--- config.mk ---
export PLATFORM = sky130hd
export DESIGN_NAME = ddr_app_bridge
export DESIGN_NICKNAME = d
export VERILOG_FILES = /design/src/source/ddr_bridge_pkg.sv /design/src/source/ram_cmd_accept.sv /design/src/source/sync_fifo.sv /design/src/source/app_cmd_issue.sv /design/src/source/ddr_app_bridge.sv
export SDC_FILE = /design/constraint.sdc
export NUM_CORES = 1
export LEC_CHECK = 0
export BUFFER_PORTS_ARGS = -buffer_cell sky130_fd_sc_hd__buf_2
export CAP_MARGIN = 10
export CORE_MARGIN = 3
export CORE_UTILIZATION = 35
export DETAILED_ROUTE_END_ITERATION = 10
export GPL_ROUTABILITY_DRIVEN = 0
export PLACE_DENSITY = 0.59
export SKIP_LAST_GASP = 1
export SLEW_MARGIN = 10
export SYNTH_ARGS = -nofsm -noshare
export SYNTH_HDL_FRONTEND = slang
export SYNTH_SLANG_ARGS = --single-unit
--- constraint.sdc ---
create_clock -name clk_if -period 9.1 [get_ports clk_if]
set_input_delay 1.82 -clock clk_if [delete_from_list [all_inputs] [get_ports clk_if]]
set_output_delay 1.82 -clock clk_if [all_outputs]
set_load 0.01 [all_outputs]
--- src/source/ddr_bridge_pkg.sv ---
package ddr_bridge_pkg;

    // command code as seen on the controller app port
    typedef logic [2:0] app_cmd_t;

    localparam app_cmd_t app_cmd_write = 3'b000;
    localparam app_cmd_t app_cmd_read  = 3'b001;   // other codes unused

    // bus widths of the ddr3 user interface
    localparam int default_data_width = 128;
    localparam int default_addr_width = 29;       // rank, bank, row, column
    localparam int default_id_width   = 4;

endpackage

--- src/source/ram_cmd_accept.sv ---
`timescale 1ns/100ps

module ram_cmd_accept #(
    parameter int  cmd_depth  = 4,
    parameter type cmd_t      = logic,
    parameter int  data_width = ddr_bridge_pkg::default_data_width,
    parameter int  addr_width = ddr_bridge_pkg::default_addr_width,
    parameter int  id_width   = ddr_bridge_pkg::default_id_width,
    localparam int strb_width = data_width / 8,
    localparam int cnt_width  = $clog2(cmd_depth + 1)
) (
    input  logic                  clk_if,
    input  logic                  resetn,
    input  logic                  ram_cmd_wr_en,
    input  logic                  ram_cmd_rd_en,
    input  logic [id_width-1:0]   ram_cmd_id,
    input  logic [addr_width-1:0] ram_cmd_addr,
    input  logic [data_width-1:0] ram_cmd_wr_data,
    input  logic [strb_width-1:0] ram_cmd_wr_strb,
    input  logic                  ram_cmd_last,
    output logic                  ram_cmd_ready,
    input  logic [cnt_width-1:0]  cmd_count,
    output logic                  cmd_push,
    output cmd_t                  cmd_push_data
);

    logic accept;
    logic is_rd;
    logic room;

    assign accept = (ram_cmd_wr_en || ram_cmd_rd_en) && ram_cmd_ready;
    assign is_rd  = ram_cmd_rd_en && !ram_cmd_wr_en;   // write wins if both

    // two free slots, so one more push still fits after the registered ready
    assign room = (int'(cmd_count) + 2) <= cmd_depth;

    assign cmd_push = accept;

    always_comb begin
        cmd_push_data.rd   = is_rd;
        cmd_push_data.last = ram_cmd_last;
        cmd_push_data.id   = ram_cmd_id;
        cmd_push_data.data = is_rd ? '0 : ram_cmd_wr_data;
        cmd_push_data.strb = is_rd ? '0 : ram_cmd_wr_strb;
        cmd_push_data.addr = ram_cmd_addr;
    end

    always_ff @(posedge clk_if) begin
        if (!resetn) begin
            ram_cmd_ready <= 1'b0;
        end else begin
            ram_cmd_ready <= room && !accept;   // low for a cycle after every accept
        end
    end

endmodule

--- src/source/sync_fifo.sv ---
`timescale 1ns/100ps

module sync_fifo #(
    parameter int  depth     = 4,
    parameter type payload_t = logic,
    localparam int ptr_width = (depth > 1) ? $clog2(depth) : 1,
    localparam int cnt_width = $clog2(depth + 1)
) (
    input  logic                 clk_if,
    input  logic                 resetn,
    input  logic                 push,
    input  payload_t             push_data,
    input  logic                 pop,
    output payload_t             head,
    output logic                 empty,
    output logic                 full,
    output logic [cnt_width-1:0] count
);

    payload_t mem [depth];

    logic [ptr_width-1:0] wr_ptr;
    logic [ptr_width-1:0] rd_ptr;
    logic                 do_push;
    logic                 do_pop;

    assign empty = (count == '0);
    assign full  = (int'(count) == depth);

    assign do_push = push && !full;
    assign do_pop  = pop && !empty;

    assign head = mem[rd_ptr];

    always_ff @(posedge clk_if) begin
        if (do_push) begin
            mem[wr_ptr] <= push_data;
        end
    end

    always_ff @(posedge clk_if) begin
        if (!resetn) begin
            wr_ptr <= '0;
            rd_ptr <= '0;
            count  <= '0;
        end else begin
            if (do_push) begin
                // wrap by hand, depth need not be a power of two
                if (int'(wr_ptr) == depth - 1) begin
                    wr_ptr <= '0;
                end else begin
                    wr_ptr <= wr_ptr + 1'b1;
                end
            end
            if (do_pop) begin
                if (int'(rd_ptr) == depth - 1) begin
                    rd_ptr <= '0;
                end else begin
                    rd_ptr <= rd_ptr + 1'b1;
                end
            end
            case ({do_push, do_pop})
                2'b10:   count <= count + 1'b1;
                2'b01:   count <= count - 1'b1;
                default: count <= count;   // both or neither
            endcase
        end
    end

endmodule

--- src/source/app_cmd_issue.sv ---
`timescale 1ns/100ps

module app_cmd_issue #(
    parameter type cmd_t      = logic,
    parameter int  data_width = ddr_bridge_pkg::default_data_width,
    parameter int  addr_width = ddr_bridge_pkg::default_addr_width,
    parameter int  id_width   = ddr_bridge_pkg::default_id_width,
    localparam int strb_width = data_width / 8
) (
    input  logic                     clk_if,
    input  logic                     resetn,

    input  cmd_t                     cmd_head,
    input  logic                     cmd_empty,
    output logic                     cmd_pop,

    output ddr_bridge_pkg::app_cmd_t app_cmd,
    output logic                     app_cmd_en,
    output logic [addr_width-1:0]    app_addr,
    output logic [data_width-1:0]    app_wdf_data,
    output logic [strb_width-1:0]    app_wdf_mask,
    output logic                     app_wdf_wren,
    output logic                     app_wdf_end,
    input  logic                     app_cmd_ready,
    input  logic                     app_wdf_rdy,
    input  logic [data_width-1:0]    app_rd_data,
    input  logic                     app_rd_data_valid,

    output logic                     rd_push,
    output logic [data_width-1:0]    rd_push_data,
    input  logic [data_width-1:0]    rd_head,
    input  logic                     rd_empty,
    output logic                     rd_pop,

    input  logic                     ram_rd_resp_ready,
    output logic                     ram_rd_resp_valid,
    output logic [id_width-1:0]      ram_rd_resp_id,
    output logic [data_width-1:0]    ram_rd_resp_data,
    output logic                     ram_rd_resp_last
);

    typedef enum logic {
        st_idle,
        st_read
    } state_t;

    state_t state_q;

    logic                rd_done;   // beat of the open read has arrived
    logic                issue_wr;
    logic                issue_rd;
    logic [id_width-1:0] rd_id;
    logic                rd_last;

    // a write needs the data path free as well
    assign issue_wr = (state_q == st_idle) && !cmd_empty && !cmd_head.rd
                      && app_cmd_ready && app_wdf_rdy;
    assign issue_rd = (state_q == st_idle) && !cmd_empty && cmd_head.rd
                      && app_cmd_ready;

    assign cmd_pop = issue_wr || issue_rd;

    // one beat per read
    assign rd_push      = (state_q == st_read) && app_rd_data_valid && !rd_done;
    assign rd_push_data = app_rd_data;

    always_ff @(posedge clk_if) begin
        if (!resetn) begin
            state_q      <= st_idle;
            rd_done      <= 1'b0;
            app_cmd_en   <= 1'b0;
            app_wdf_wren <= 1'b0;
            app_wdf_end  <= 1'b0;
        end else begin
            app_cmd_en   <= issue_wr || issue_rd;
            app_wdf_wren <= issue_wr;
            app_wdf_end  <= issue_wr;   // single beat, so end with the data

            case (state_q)
                st_idle: begin
                    if (issue_rd) begin
                        state_q <= st_read;
                    end
                end
                st_read: begin
                    if (rd_push) begin
                        rd_done <= 1'b1;
                    end
                    // hold here until the response has left the buffer
                    if (rd_done && rd_empty) begin
                        state_q <= st_idle;
                        rd_done <= 1'b0;
                    end
                end
                default: state_q <= st_idle;
            endcase
        end
    end

    always_ff @(posedge clk_if) begin
        if (issue_wr || issue_rd) begin
            app_cmd  <= issue_rd ? ddr_bridge_pkg::app_cmd_read
                                 : ddr_bridge_pkg::app_cmd_write;
            app_addr <= cmd_head.addr;
        end
        if (issue_wr) begin
            app_wdf_data <= cmd_head.data;
            app_wdf_mask <= ~cmd_head.strb;   // mask bit set = byte kept
        end
        if (issue_rd) begin
            rd_id   <= cmd_head.id;
            rd_last <= cmd_head.last;
        end
    end

    // response is offered only while the requester is ready
    assign ram_rd_resp_valid = !rd_empty && ram_rd_resp_ready;
    assign rd_pop            = ram_rd_resp_valid;
    assign ram_rd_resp_id    = rd_id;
    assign ram_rd_resp_data  = rd_head;
    assign ram_rd_resp_last  = rd_last;

endmodule

--- src/source/ddr_app_bridge.sv ---
`timescale 1ns/100ps

module ddr_app_bridge #(
    parameter int  data_width = ddr_bridge_pkg::default_data_width,
    parameter int  addr_width = ddr_bridge_pkg::default_addr_width,
    parameter int  id_width   = ddr_bridge_pkg::default_id_width,
    parameter int  cmd_depth  = 4,
    parameter int  rd_depth   = 2,
    localparam int strb_width = data_width / 8
) (
    input  logic                     clk_if,
    input  logic                     resetn,

    input  logic                     ram_cmd_wr_en,
    input  logic                     ram_cmd_rd_en,
    input  logic [id_width-1:0]      ram_cmd_id,
    input  logic [addr_width-1:0]    ram_cmd_addr,
    input  logic [data_width-1:0]    ram_cmd_wr_data,
    input  logic [strb_width-1:0]    ram_cmd_wr_strb,
    input  logic                     ram_cmd_last,
    output logic                     ram_cmd_ready,

    output logic                     ram_rd_resp_valid,
    output logic [id_width-1:0]      ram_rd_resp_id,
    output logic [data_width-1:0]    ram_rd_resp_data,
    output logic                     ram_rd_resp_last,
    input  logic                     ram_rd_resp_ready,

    output ddr_bridge_pkg::app_cmd_t app_cmd,
    output logic                     app_cmd_en,
    output logic [addr_width-1:0]    app_addr,
    output logic [data_width-1:0]    app_wdf_data,
    output logic [strb_width-1:0]    app_wdf_mask,
    output logic                     app_wdf_wren,
    output logic                     app_wdf_end,
    input  logic                     app_cmd_ready,
    input  logic                     app_wdf_rdy,
    input  logic [data_width-1:0]    app_rd_data,
    input  logic                     app_rd_data_valid
);

    // one queued command, read flag on top
    typedef struct packed {
        logic                  rd;
        logic                  last;
        logic [id_width-1:0]   id;
        logic [data_width-1:0] data;
        logic [strb_width-1:0] strb;
        logic [addr_width-1:0] addr;
    } cmd_entry_t;

    typedef logic [data_width-1:0] rd_word_t;

    logic                           cmd_push;
    cmd_entry_t                     cmd_push_data;
    cmd_entry_t                     cmd_head;
    logic                           cmd_empty;
    logic                           cmd_pop;
    logic [$clog2(cmd_depth+1)-1:0] cmd_count;

    logic     rd_push;
    rd_word_t rd_push_data;
    rd_word_t rd_head;
    logic     rd_empty;
    logic     rd_pop;

    ram_cmd_accept #(
        .cmd_depth  (cmd_depth),
        .cmd_t      (cmd_entry_t),
        .data_width (data_width),
        .addr_width (addr_width),
        .id_width   (id_width)
    ) i_ram_cmd_accept (
        .clk_if          (clk_if),
        .resetn          (resetn),
        .ram_cmd_wr_en   (ram_cmd_wr_en),
        .ram_cmd_rd_en   (ram_cmd_rd_en),
        .ram_cmd_id      (ram_cmd_id),
        .ram_cmd_addr    (ram_cmd_addr),
        .ram_cmd_wr_data (ram_cmd_wr_data),
        .ram_cmd_wr_strb (ram_cmd_wr_strb),
        .ram_cmd_last    (ram_cmd_last),
        .ram_cmd_ready   (ram_cmd_ready),
        .cmd_count       (cmd_count),
        .cmd_push        (cmd_push),
        .cmd_push_data   (cmd_push_data)
    );

    sync_fifo #(
        .depth     (cmd_depth),
        .payload_t (cmd_entry_t)
    ) i_cmd_fifo (
        .clk_if    (clk_if),
        .resetn    (resetn),
        .push      (cmd_push),
        .push_data (cmd_push_data),
        .pop       (cmd_pop),
        .head      (cmd_head),
        .empty     (cmd_empty),
        .full      (),
        .count     (cmd_count)
    );

    // read beats waiting for the requester
    sync_fifo #(
        .depth     (rd_depth),
        .payload_t (rd_word_t)
    ) i_rd_fifo (
        .clk_if    (clk_if),
        .resetn    (resetn),
        .push      (rd_push),
        .push_data (rd_push_data),
        .pop       (rd_pop),
        .head      (rd_head),
        .empty     (rd_empty),
        .full      (),
        .count     ()
    );

    app_cmd_issue #(
        .cmd_t      (cmd_entry_t),
        .data_width (data_width),
        .addr_width (addr_width),
        .id_width   (id_width)
    ) i_app_cmd_issue (
        .clk_if            (clk_if),
        .resetn            (resetn),
        .cmd_head          (cmd_head),
        .cmd_empty         (cmd_empty),
        .cmd_pop           (cmd_pop),
        .app_cmd           (app_cmd),
        .app_cmd_en        (app_cmd_en),
        .app_addr          (app_addr),
        .app_wdf_data      (app_wdf_data),
        .app_wdf_mask      (app_wdf_mask),
        .app_wdf_wren      (app_wdf_wren),
        .app_wdf_end       (app_wdf_end),
        .app_cmd_ready     (app_cmd_ready),
        .app_wdf_rdy       (app_wdf_rdy),
        .app_rd_data       (app_rd_data),
        .app_rd_data_valid (app_rd_data_valid),
        .rd_push           (rd_push),
        .rd_push_data      (rd_push_data),
        .rd_head           (rd_head),
        .rd_empty          (rd_empty),
        .rd_pop            (rd_pop),
        .ram_rd_resp_ready (ram_rd_resp_ready),
        .ram_rd_resp_valid (ram_rd_resp_valid),
        .ram_rd_resp_id    (ram_rd_resp_id),
        .ram_rd_resp_data  (ram_rd_resp_data),
        .ram_rd_resp_last  (ram_rd_resp_last)
    );

endmodule

==> results.sh, run 1 <==
export IMPL_register_area_um2=35000
export IMPL_power_density_nw_per_um2=258
export IMPL_min_path_type="register to register"
export IMPL_leakagePower_uw=0.0171
export IMPL_startpoint_type="register"
export IMPL_yosysTopAreaCell="edfxtp_1"
export IMPL_post_drt_wl_per_cell_um=23.7
export IMPL_yosys_top_cells_area="edfxtp_1 (82%), mux4_2 (9.5%), mux2_2 (3.4%)"
export IMPL_fin_nets=2814
export IMPL_switchingPower_uw=3160
export IMPL_final_common_cell="edfxtp_1"
export IMPL_post_cts_buffers=0
export IMPL_drv_slew=0
export IMPL_final_hold_viol_count=0
export IMPL_period_share_pct=54.6
export IMPL_insertion_delay_ns=0.70
export IMPL_cp_cell_sequence="buf_4 -> mux2_2 -> buf_2"
export IMPL_num_fill_cells=10300
export IMPL_crit_fanout=66
export IMPL_clock_fmax_mhz=201
export IMPL_cts_root_buf="clkbuf_16"
export IMPL_cp_top_family="buffers and inverters"
export IMPL_drive_gt1_share_pct=43.7
export IMPL_rows=126
export IMPL_ios=628
export IMPL_post_cts_resized=0
export IMPL_syn_avg_cell_area_um2=23.5
export IMPL_dieArea_um2=125000
export IMPL_dr_first_iter_drc_count=1311
export IMPL_cp_end_kind="primary output"
export IMPL_cp_data_arrival_time_ns=3.15
export IMPL_clk_pin_slew_ns=0.06
export IMPL_via_per_inst=4.70
export IMPL_worst_clock_skew_ns=0.0493
export IMPL_grt_remaining_overflow=0
export IMPL_drtAntennaViolNets=0
export IMPL_chipHeight_um=354
export IMPL_synth_warnings=0
export IMPL_seq_power_share_pct=51.3
export IMPL_multiInputGateArea_um2=6960
export IMPL_cp_slowest_cell="dfxtp_4"
export IMPL_tritoncts="yes"
export IMPL_internal_power_uw=10000
export IMPL_p_comb_share_pct=13.4
export IMPL_max_stage_delay_ns=0.89
export IMPL_setup_violations=0
export IMPL_ys_seq_elements=1170
export IMPL_die_w_um=354
export IMPL_utilization_pct=43.0
export IMPL_gr_usage_all_layers_pct=15.8
export IMPL_antenna_found_initial=48
export IMPL_ys_types=35
export IMPL_wl_um=100000
export IMPL_grt_pass1_wl_um=146000
export IMPL_cts_sinks=1170
export IMPL_final_area_um2=51200
export IMPL_layout_common_cells="edfxtp_1 (1151), buf_2 (625), mux4_2 (178), and2_1 (152), mux2_2 (129)"
export IMPL_synth_edff_count=1151
export IMPL_numCtsBuffers=120
export IMPL_dr_pass1_iters=5
export IMPL_crit_type="register to primary output"
export IMPL_status="finished, final reports clean"
export IMPL_place_area_um2=47400
export IMPL_ys_seq_area_share_pct=82.6
export IMPL_htreeDepth=3
export IMPL_ctsHoldBuffers=0
export IMPL_start_util_pct=35.5
export IMPL_area_growth_pct=21.1
export IMPL_rsz0062_at_grt="false"
export IMPL_p_sw_share_pct=24.0
export IMPL_syn_area_um2=42300
export IMPL_drc=0
export IMPL_peakVddDrop_mv=0.181
export IMPL_grt_pass1_vias=21400
export IMPL_grt_max_degree=147
export IMPL_tns_ns=0
export IMPL_synthFlopType="edfxtp_1"
export IMPL_power_frac_clock_pct=35.3
export IMPL_clockBufferDepth=3
export IMPL_relSlewSlack_pct=25.1
export IMPL_port_buffers=625
export IMPL_synthArstFlopShare_pct=0
export IMPL_synth_top_area_share_pct=81.7
export IMPL_cp_num_buf_inv=2
export IMPL_vias=19800
export IMPL_tightest_slew_ns=1.12
export IMPL_core_area_um2=119000
export IMPL_drv_cap=0
export IMPL_required_ns=7.28
export IMPL_hpwl_um=64200
export IMPL_final_min_clock_period_ns=4.97
export IMPL_syn_instance_count=1797
[final timing paths]
kind	slack [ns]	to	cells after the start	from
max	4.13	ram_rd_resp_data[98]	3	register
min	0.49	i_app_cmd_issue.rd_done$_SDFFE_PN0P_	1	i_app_cmd_issue.rd_done$_SDFFE_PN0P_
max reg2reg	5.45	i_cmd_fifo.mem[1][114]$_DFFE_PP_	4	i_ram_cmd_accept.ram_cmd_ready$_SDFF_PN0_
min reg2reg	0.49	i_app_cmd_issue.rd_done$_SDFFE_PN0P_	1	i_app_cmd_issue.rd_done$_SDFFE_PN0P_
[kinds of logic after synthesis]
logic type / synth area share (%)
AO/OA/AOI/OAI: 0.228
XOR/XNOR: 0.124
adder cells (fa/ha/maj): 0.284
buffers and inverters: 1.02
flip-flops: 82.6
multiplexers: 13.0
other: 0.00887
AND/OR/NAND/NOR: 2.66
[power groups by stage]
| stage | sequential, uW | clock, uW | combinational (uW) |
|---|---|---|---|
| CTS | 6780 | 4810 | 1830 |
| detailed placement | 6890 | 0 | 1820 |
| floorplan | 6920 | 0 | 1150 |
| global placement | 6860 | 0 | 1800 |
| finish | 6770 | 4660 | 1760 |
| global route | 6820 | 5010 | 1920 |
[final cells by class]
cell class                 count  area share, %
sequential                  1170           68.3
multi-input combinational    527           13.6
timing repair buffer         646           6.54
clock buffer                 154           6.19
tap                         1600           3.91
clock inverter                69           1.21
inverter                      26          0.191
antenna                       20         0.0977
[layer usage]
layer  share of wire (%)  GRT usage, %
met5                0.34             0
met4                 2.7          4.54
met3                  11          7.94
met2                  49          26.3
met1                  37          17.8
[per-stage QoR]
step                worst slack [ns]  hold WS, ns  power (uW)  std cells
global route                    3.92        0.540       13700       4194
finish                          4.13        0.494       13200       4212
global placement                3.86        0.458        8660       3969
detailed placement              3.82        0.484        8710       3969
floorplan                      0.960        0.446        8060       1798
CTS                             4.05        0.489       13400       4192
[synth_stat cells (3+ instances only)]
cell      count
mux2i_1       4
nand2_1       5
and3_1        3
buf_2        23
ha_1          8
nor2_1        5
clkbuf_1     37
or3_1         3
dfxtp_1      19
o21ai_0       6
buf_1        10
and2_1      157
xnor2_1       4
buf_4         4
a21boi_0      3
nor2b_1       5
inv_1        26
mux2_2      129
mux4_2      178
edfxtp_1   1151
[registers in the layout, summed over array words and instances (netlist names), 2 cells and up, named ones only]
signal / count
i_cmd_fifo.mem: 716
i_rd_fifo.mem: 256
i_app_cmd_issue.app_wdf_data: 128
i_app_cmd_issue.app_addr: 29
i_app_cmd_issue.app_wdf_mask: 16
i_app_cmd_issue.ram_rd_resp_id: 4
i_cmd_fifo.count: 3
i_cmd_fifo.rd_ptr: 2
i_cmd_fifo.wr_ptr: 2
i_rd_fifo.count: 2
Note: power is estimated with default switching activity, not from simulation.
==> run 2: changes to the inputs <==
- ABC_AREA: default -> 1
- PLACE_DENSITY: 0.59 -> 0.61
- clock period: 9.1 -> 4.45 ns (I/O delays scaled with it)
==> run 2 against run 1 <==
Compared with the run above: synthesized cell count up 53%; register-to-register slack worse by 3.8 ns; final cell count up 22%; clock power up 110%; critical endpoint is now ram_rd_resp_data[81]; largest cell class unchanged; largest power group unchanged.
==> results.sh, run 2 <==
export IMPL_status="finished, final reports clean"
export IMPL_grt_use_met2_pct=28.0
export IMPL_drtAntennaViolNets=0
export IMPL_cp_end_kind="primary output"
export IMPL_final_common_cell="edfxtp_1"
export IMPL_syn_instance_count=2743
export IMPL_yosysTopAreaCell="edfxtp_1"
export IMPL_syn_avg_cell_area_um2=15.7
export IMPL_crit_type="register to primary output"
export IMPL_final_area_um2=52200
export IMPL_num_fill_cells=11000
export IMPL_period_share_pct=76.2
export IMPL_ys_types=32
export IMPL_stdcell_count=5137
export IMPL_port_buffers=625
export IMPL_cts_root_buf="clkbuf_16"
export IMPL_max_stage_delay_ns=0.74
export IMPL_synthMuxAreaShare_pct=3.34
export IMPL_required_ns=3.56
export IMPL_start_util_pct=35.3
export IMPL_wl_um=111000
export IMPL_synthTopCellsByCount="edfxtp_1 (1151), nor2_1 (489), o21ai_0 (337)"
export IMPL_rows=128
export IMPL_pre_cts_ws_ns=1.26
export IMPL_final_min_clock_period_ns=3.39
export IMPL_layout_common_cells="edfxtp_1 (1151), buf_2 (625), nor2_1 (483), o21ai_0 (337), inv_1 (165)"
export IMPL_grt_remaining_overflow=0
export IMPL_multiInputGateArea_um2=6830
export IMPL_relSlewSlack_pct=5.12
export IMPL_gr_usage_all_layers_pct=16.7
export IMPL_tritoncts="yes"
export IMPL_synth_top_area_share_pct=80.2
export IMPL_busiest_layer="met2"
export IMPL_dr_pass1_iters=5
export IMPL_drv_cap=0
export IMPL_tightest_slew_ns=1.42
export IMPL_use_met3_pct=4.59
export IMPL_numCtsBuffers=118
export IMPL_ys_seq_area_share_pct=81.1
export IMPL_post_cts_buffers=0
export IMPL_placed_cells=4900
export IMPL_clock_fmax_mhz=295
export IMPL_synth_most_common_cell="edfxtp_1"
export IMPL_synthArstFlopShare_pct=0
export IMPL_via_per_inst=4.85
export IMPL_setup_violations=0
export IMPL_place_area_um2=48300
export IMPL_core_area_um2=122000
export IMPL_cp_slowest_cell="dfxtp_4"
export IMPL_register_area_um2=35000
export IMPL_ctsHoldBuffers=0
export IMPL_leakagePower_uw=0.0187
export IMPL_post_cts_resized=0
export IMPL_cp_data_arrival_time_ns=2.50
export IMPL_use_met1_pct=20.9
export IMPL_synth_edff_count=1151
export IMPL_ios=628
export IMPL_power_density_nw_per_um2=585
export IMPL_peakVddDrop_mv=0.397
export IMPL_synth_simple_area_share_pct=5.03
export IMPL_antenna_found_initial=29
export IMPL_clk_pin_slew_ns=0.06
export IMPL_grt_pass1_wl_um=158000
export IMPL_hold_ws_ns=0.368
export IMPL_chipHeight_um=357
export IMPL_synthFlopType="edfxtp_1"
export IMPL_grt_max_degree=199
export IMPL_worst_clock_skew_ns=0.0435
export IMPL_dieArea_um2=127000
export IMPL_drive_gt1_share_pct=28.5
export IMPL_setup_slack_ns=1.06
export IMPL_final_hold_viol_count=0
export IMPL_internal_power_uw=21600
export IMPL_grt_pass1_vias=24100
export IMPL_fin_nets=3718
export IMPL_drv_slew=0
export IMPL_power_frac_clock_pct=32.2
export IMPL_seq_power_share_pct=47.5
export IMPL_post_drt_wl_per_cell_um=21.5
export IMPL_cts_sinks=1170
export IMPL_vias=24900
export IMPL_area_growth_pct=21.2
export IMPL_hpwl_um=70400
export IMPL_synth_compound_area_share_pct=7.03
export IMPL_ys_seq_elements=1170
export IMPL_reg_top3="i_cmd_fifo.mem x716, i_rd_fifo.mem x256, i_app_cmd_issue.app_wdf_data x128"
export IMPL_switchingPower_uw=8940
export IMPL_synth_xor_area_share_pct=0.0203
export IMPL_rsz0062_at_grt="false"
export IMPL_startpoint_type="register"
export IMPL_htreeDepth=3
export IMPL_cp_cell_sequence="buf_4 -> mux2_2 -> buf_2"
export IMPL_largest_register="i_cmd_fifo.mem"
export IMPL_synth_fa_ha_area_share_pct=0.279
export IMPL_largest_reg_flops=716
export IMPL_synth_warnings=0
export IMPL_insertion_delay_ns=0.71
export IMPL_clockBufferDepth=3
export IMPL_yosys_top_cells_area="edfxtp_1 (80%), nor2_1 (4.3%), o21ai_0 (3.9%)"
export IMPL_utilization_pct=42.8
export IMPL_dr_first_iter_drc_count=2050
export IMPL_drc=0
export IMPL_crit_fanout=40
export IMPL_syn_area_um2=43100
export IMPL_synth_top_family_by_area="compound AO/OA/AOI/OAI gates"
export IMPL_min_path_type="input port to register"
export IMPL_p_sw_share_pct=29.2
export IMPL_p_comb_share_pct=20.3
export IMPL_die_w_um=357
run 2: power groups by stage:
stage	registers, uW	logic [uW]	clock network [uW]
detailed placement	14700	6370	0
finish	14500	6220	9850
global route	14600	6910	10500
global placement	14700	6280	0
CTS	14500	6380	10100
floorplan	14900	3870	0
run 2: critical path: cells and delay by family (launching register included):
kind	cells	cell delay, ns
muxes	1	0.41
DFF	1	0.74
buffers and inverters	2	0.61
run 2: logic make-up (layout without fill, tap and decap cells):
group                    count (synthesis)  in the layout
flip-flops                            1170           1170
adder cells (fa/ha/maj)                  9              9
buffers and inverters                  320           1075
multiplexers                           128            128
other                                    1             15
AO/OA/AOI/OAI                          548            548
XOR/XNOR                                 1              1
AND/OR/NAND/NOR                        566            566
run 2: cell type report:
cell class | instances | share of cell area (%)
Antenna cell | 13 | 0.0623
Clock buffer | 147 | 5.86
Clock inverter | 77 | 1.57
Inverter | 169 | 1.26
Multi-Input combinational cell | 1254 | 13.1
Sequential cell | 1170 | 66.9
Tap cell | 1625 | 3.89
Timing Repair Buffer | 682 | 7.36
run 2: final timing paths:
path,from,endpoint,slack [ns],depth (start not counted)
max,register,ram_rd_resp_data[81],1.06,3
min,app_rd_data[100],i_rd_fifo.mem[0][100]$_DFFE_PP_,0.37,1
max reg2reg,register,i_cmd_fifo.count[2]$_SDFFE_PN0P_,1.62,13
min reg2reg,i_rd_fifo.rd_ptr$_SDFFE_PN0P_,register,0.44,1
run 2: routing by layer:
metal | wire length [um] | vias to the layer above
met5 | 128 | -
met4 | 2950 | 18
met3 | 9850 | 167
met2 | 53900 | 898
met1 | 43900 | 12400
li1 | - | 11500
run 2: metrics by stage:
step	power, uW	TNS, ns
2_1_floorplan	18700	-1512.56
3_3_place_gp	21000	0
3_5_place_dp	21100	0
4_1_cts	31000	0
5_1_grt	32100	0
6_report	30600	0
==> run 3: changes to the inputs <==
- PLACE_DENSITY: 0.61 -> 0.59
- clock period: 4.45 -> 3.34 ns (I/O delays scaled with it)
==> run 3 against run 2 <==
Compared with the run above: clock skew is 0.014 ns lower; die area did not move; hold slack got worse by 0.23 ns; register-to-register slack worse by 0.72 ns; flip-flop and latch count stayed put; sequential share of layout area down 0.16 points; non-clock buffer count rose by 9; largest power group unchanged.
==> results.sh, run 3 (same netlist as run 2, synthesis figures left out) <==
export IMPL_clk_pin_slew_ns=0.06
export IMPL_core_area_um2=122000
export IMPL_pre_cts_ws_ns=0.810
export IMPL_dr_pass1_iters=5
export IMPL_dr_first_iter_drc_count=2068
export IMPL_largest_register="i_cmd_fifo.mem"
export IMPL_clock_fmax_mhz=340
export IMPL_power_density_nw_per_um2=778
export IMPL_tritoncts="yes"
export IMPL_drv_cap=0
export IMPL_grt_pass1_wl_um=159000
export IMPL_clockBufferDepth=3
export IMPL_wl_um=110000
export IMPL_r2r_slack_ns=0.90
export IMPL_tightest_slew_ns=1.18
export IMPL_start_util_pct=35.3
export IMPL_required_ns=2.67
export IMPL_post_cts_resized=0
export IMPL_ios=628
export IMPL_fin_nets=3728
export IMPL_drive_gt1_share_pct=29.0
export IMPL_final_min_clock_period_ns=2.94
export IMPL_chipHeight_um=357
export IMPL_crit_fanout=48
export IMPL_cp_data_arrival_time_ns=2.28
export IMPL_numCtsBuffers=119
export IMPL_setup_violations=0
export IMPL_die_w_um=357
export IMPL_num_fill_cells=11100
export IMPL_antenna_found_initial=38
export IMPL_grt_remaining_overflow=0
export IMPL_rows=128
export IMPL_startpoint_type="register"
export IMPL_ctsHoldBuffers=0
export IMPL_reg_top3="i_cmd_fifo.mem x716, i_rd_fifo.mem x256, i_app_cmd_issue.app_wdf_data x128"
export IMPL_post_drt_wl_per_cell_um=21.4
export IMPL_insertion_delay_ns=0.73
export IMPL_rsz0062_at_grt="false"
export IMPL_vias=24900
export IMPL_period_share_pct=88.1
export IMPL_via_per_inst=4.84
export IMPL_cp_end_kind="primary output"
export IMPL_status="finished, final reports clean"
export IMPL_layout_common_cells="edfxtp_1 (1151), buf_2 (625), nor2_1 (483), o21ai_0 (336), inv_1 (165)"
export IMPL_hpwl_um=68300
export IMPL_crit_type="register to primary output"
export IMPL_cts_sinks=1170
export IMPL_p_total_uw=40700
export IMPL_largest_reg_flops=716
export IMPL_drtAntennaViolNets=0
export IMPL_setup_slack_ns=0.396
export IMPL_grt_max_degree=209
export IMPL_area_growth_pct=21.5
export IMPL_drc=0
export IMPL_leakagePower_uw=0.0188
export IMPL_final_hold_viol_count=0
export IMPL_drv_slew=0
export IMPL_final_common_cell="edfxtp_1"
export IMPL_port_buffers=625
export IMPL_reg2reg_depth=13
export IMPL_grt_pass1_vias=24300
export IMPL_hold_path_depth=1
export IMPL_reg2reg_to="i_cmd_fifo.count[2]$_SDFFE_PN0P_"
export IMPL_htreeDepth=3
export IMPL_critPathCapture="ram_rd_resp_data[47]"
export IMPL_worst_clock_skew_ns=0.0299
export IMPL_peakVddDrop_mv=0.527
export IMPL_min_path_type="input port to register"
export IMPL_hp_start="app_rd_data[54]"
export IMPL_gr_usage_all_layers_pct=16.8
export IMPL_cts_root_buf="clkbuf_16"
export IMPL_post_cts_buffers=0
export IMPL_relSlewSlack_pct=21.1
export IMPL_dieArea_um2=127000
## run 3: cell count changes in the layout (fill, tap and decap cells not counted), sizes merged
cell,change
buf,+9
diode,-1
clkbuf,-6
clkinv,+4
## run 3: how the worst min path moves through the flow
stage | end
floorplan | register
global placement | register
detailed placement | register
CTS | i_rd_fifo.mem[1][42]$_DFFE_PP_
global route | i_rd_fifo.mem[0][109]$_DFFE_PP_
finish | i_rd_fifo.mem[1][54]$_DFFE_PP_
## run 3: worst max-delay path: stages (launching register included)
cell	delay (ns)
dfxtp_4	0.63
buf_12	0.33
mux2_2	0.42
buf_2	0.15
## run 3: report_power, final
part,internal [uW],switching [uW]
sequential,18700,495
combinational,2670,5740
clock,7510,5570
total,28900,11800
## run 3: layer usage
layer	global-route usage (%)	vias to the layer above	wire length, um
met5	0	-	180
met4	4.98	24	2720
met3	4.69	199	9690
met2	27.6	921	52200
met1	21.6	12300	45100
li1	-	11500	-
## run 3: metrics by stage
stage          util [%]  TNS [ns]  hold WS, ns  area [um2]  instances
2_1_floorplan         -   -522.29        0.425       43200       2744
3_3_place_gp       39.7         0        0.424       48500       4909
3_5_place_dp       39.7         0        0.432       48500       4909
4_1_cts            42.9         0       0.0500       52300       5131
5_1_grt            42.9         0       0.0776       52300       5134
6_report           42.9         0        0.141       52400       5143
## run 3: final cells by class
class                           instances  area (um2)  share of cell area, %
Antenna cell                           12        30.0                 0.0574
Clock buffer                          141        3080                   5.88
Clock inverter                         81         773                   1.48
Inverter                              169         656                   1.25
Multi-Input combinational cell       1254        6850                   13.1
Sequential cell                      1170       35000                   66.8
Tap cell                             1625        2030                   3.88
Timing Repair Buffer                  691        3970                   7.59
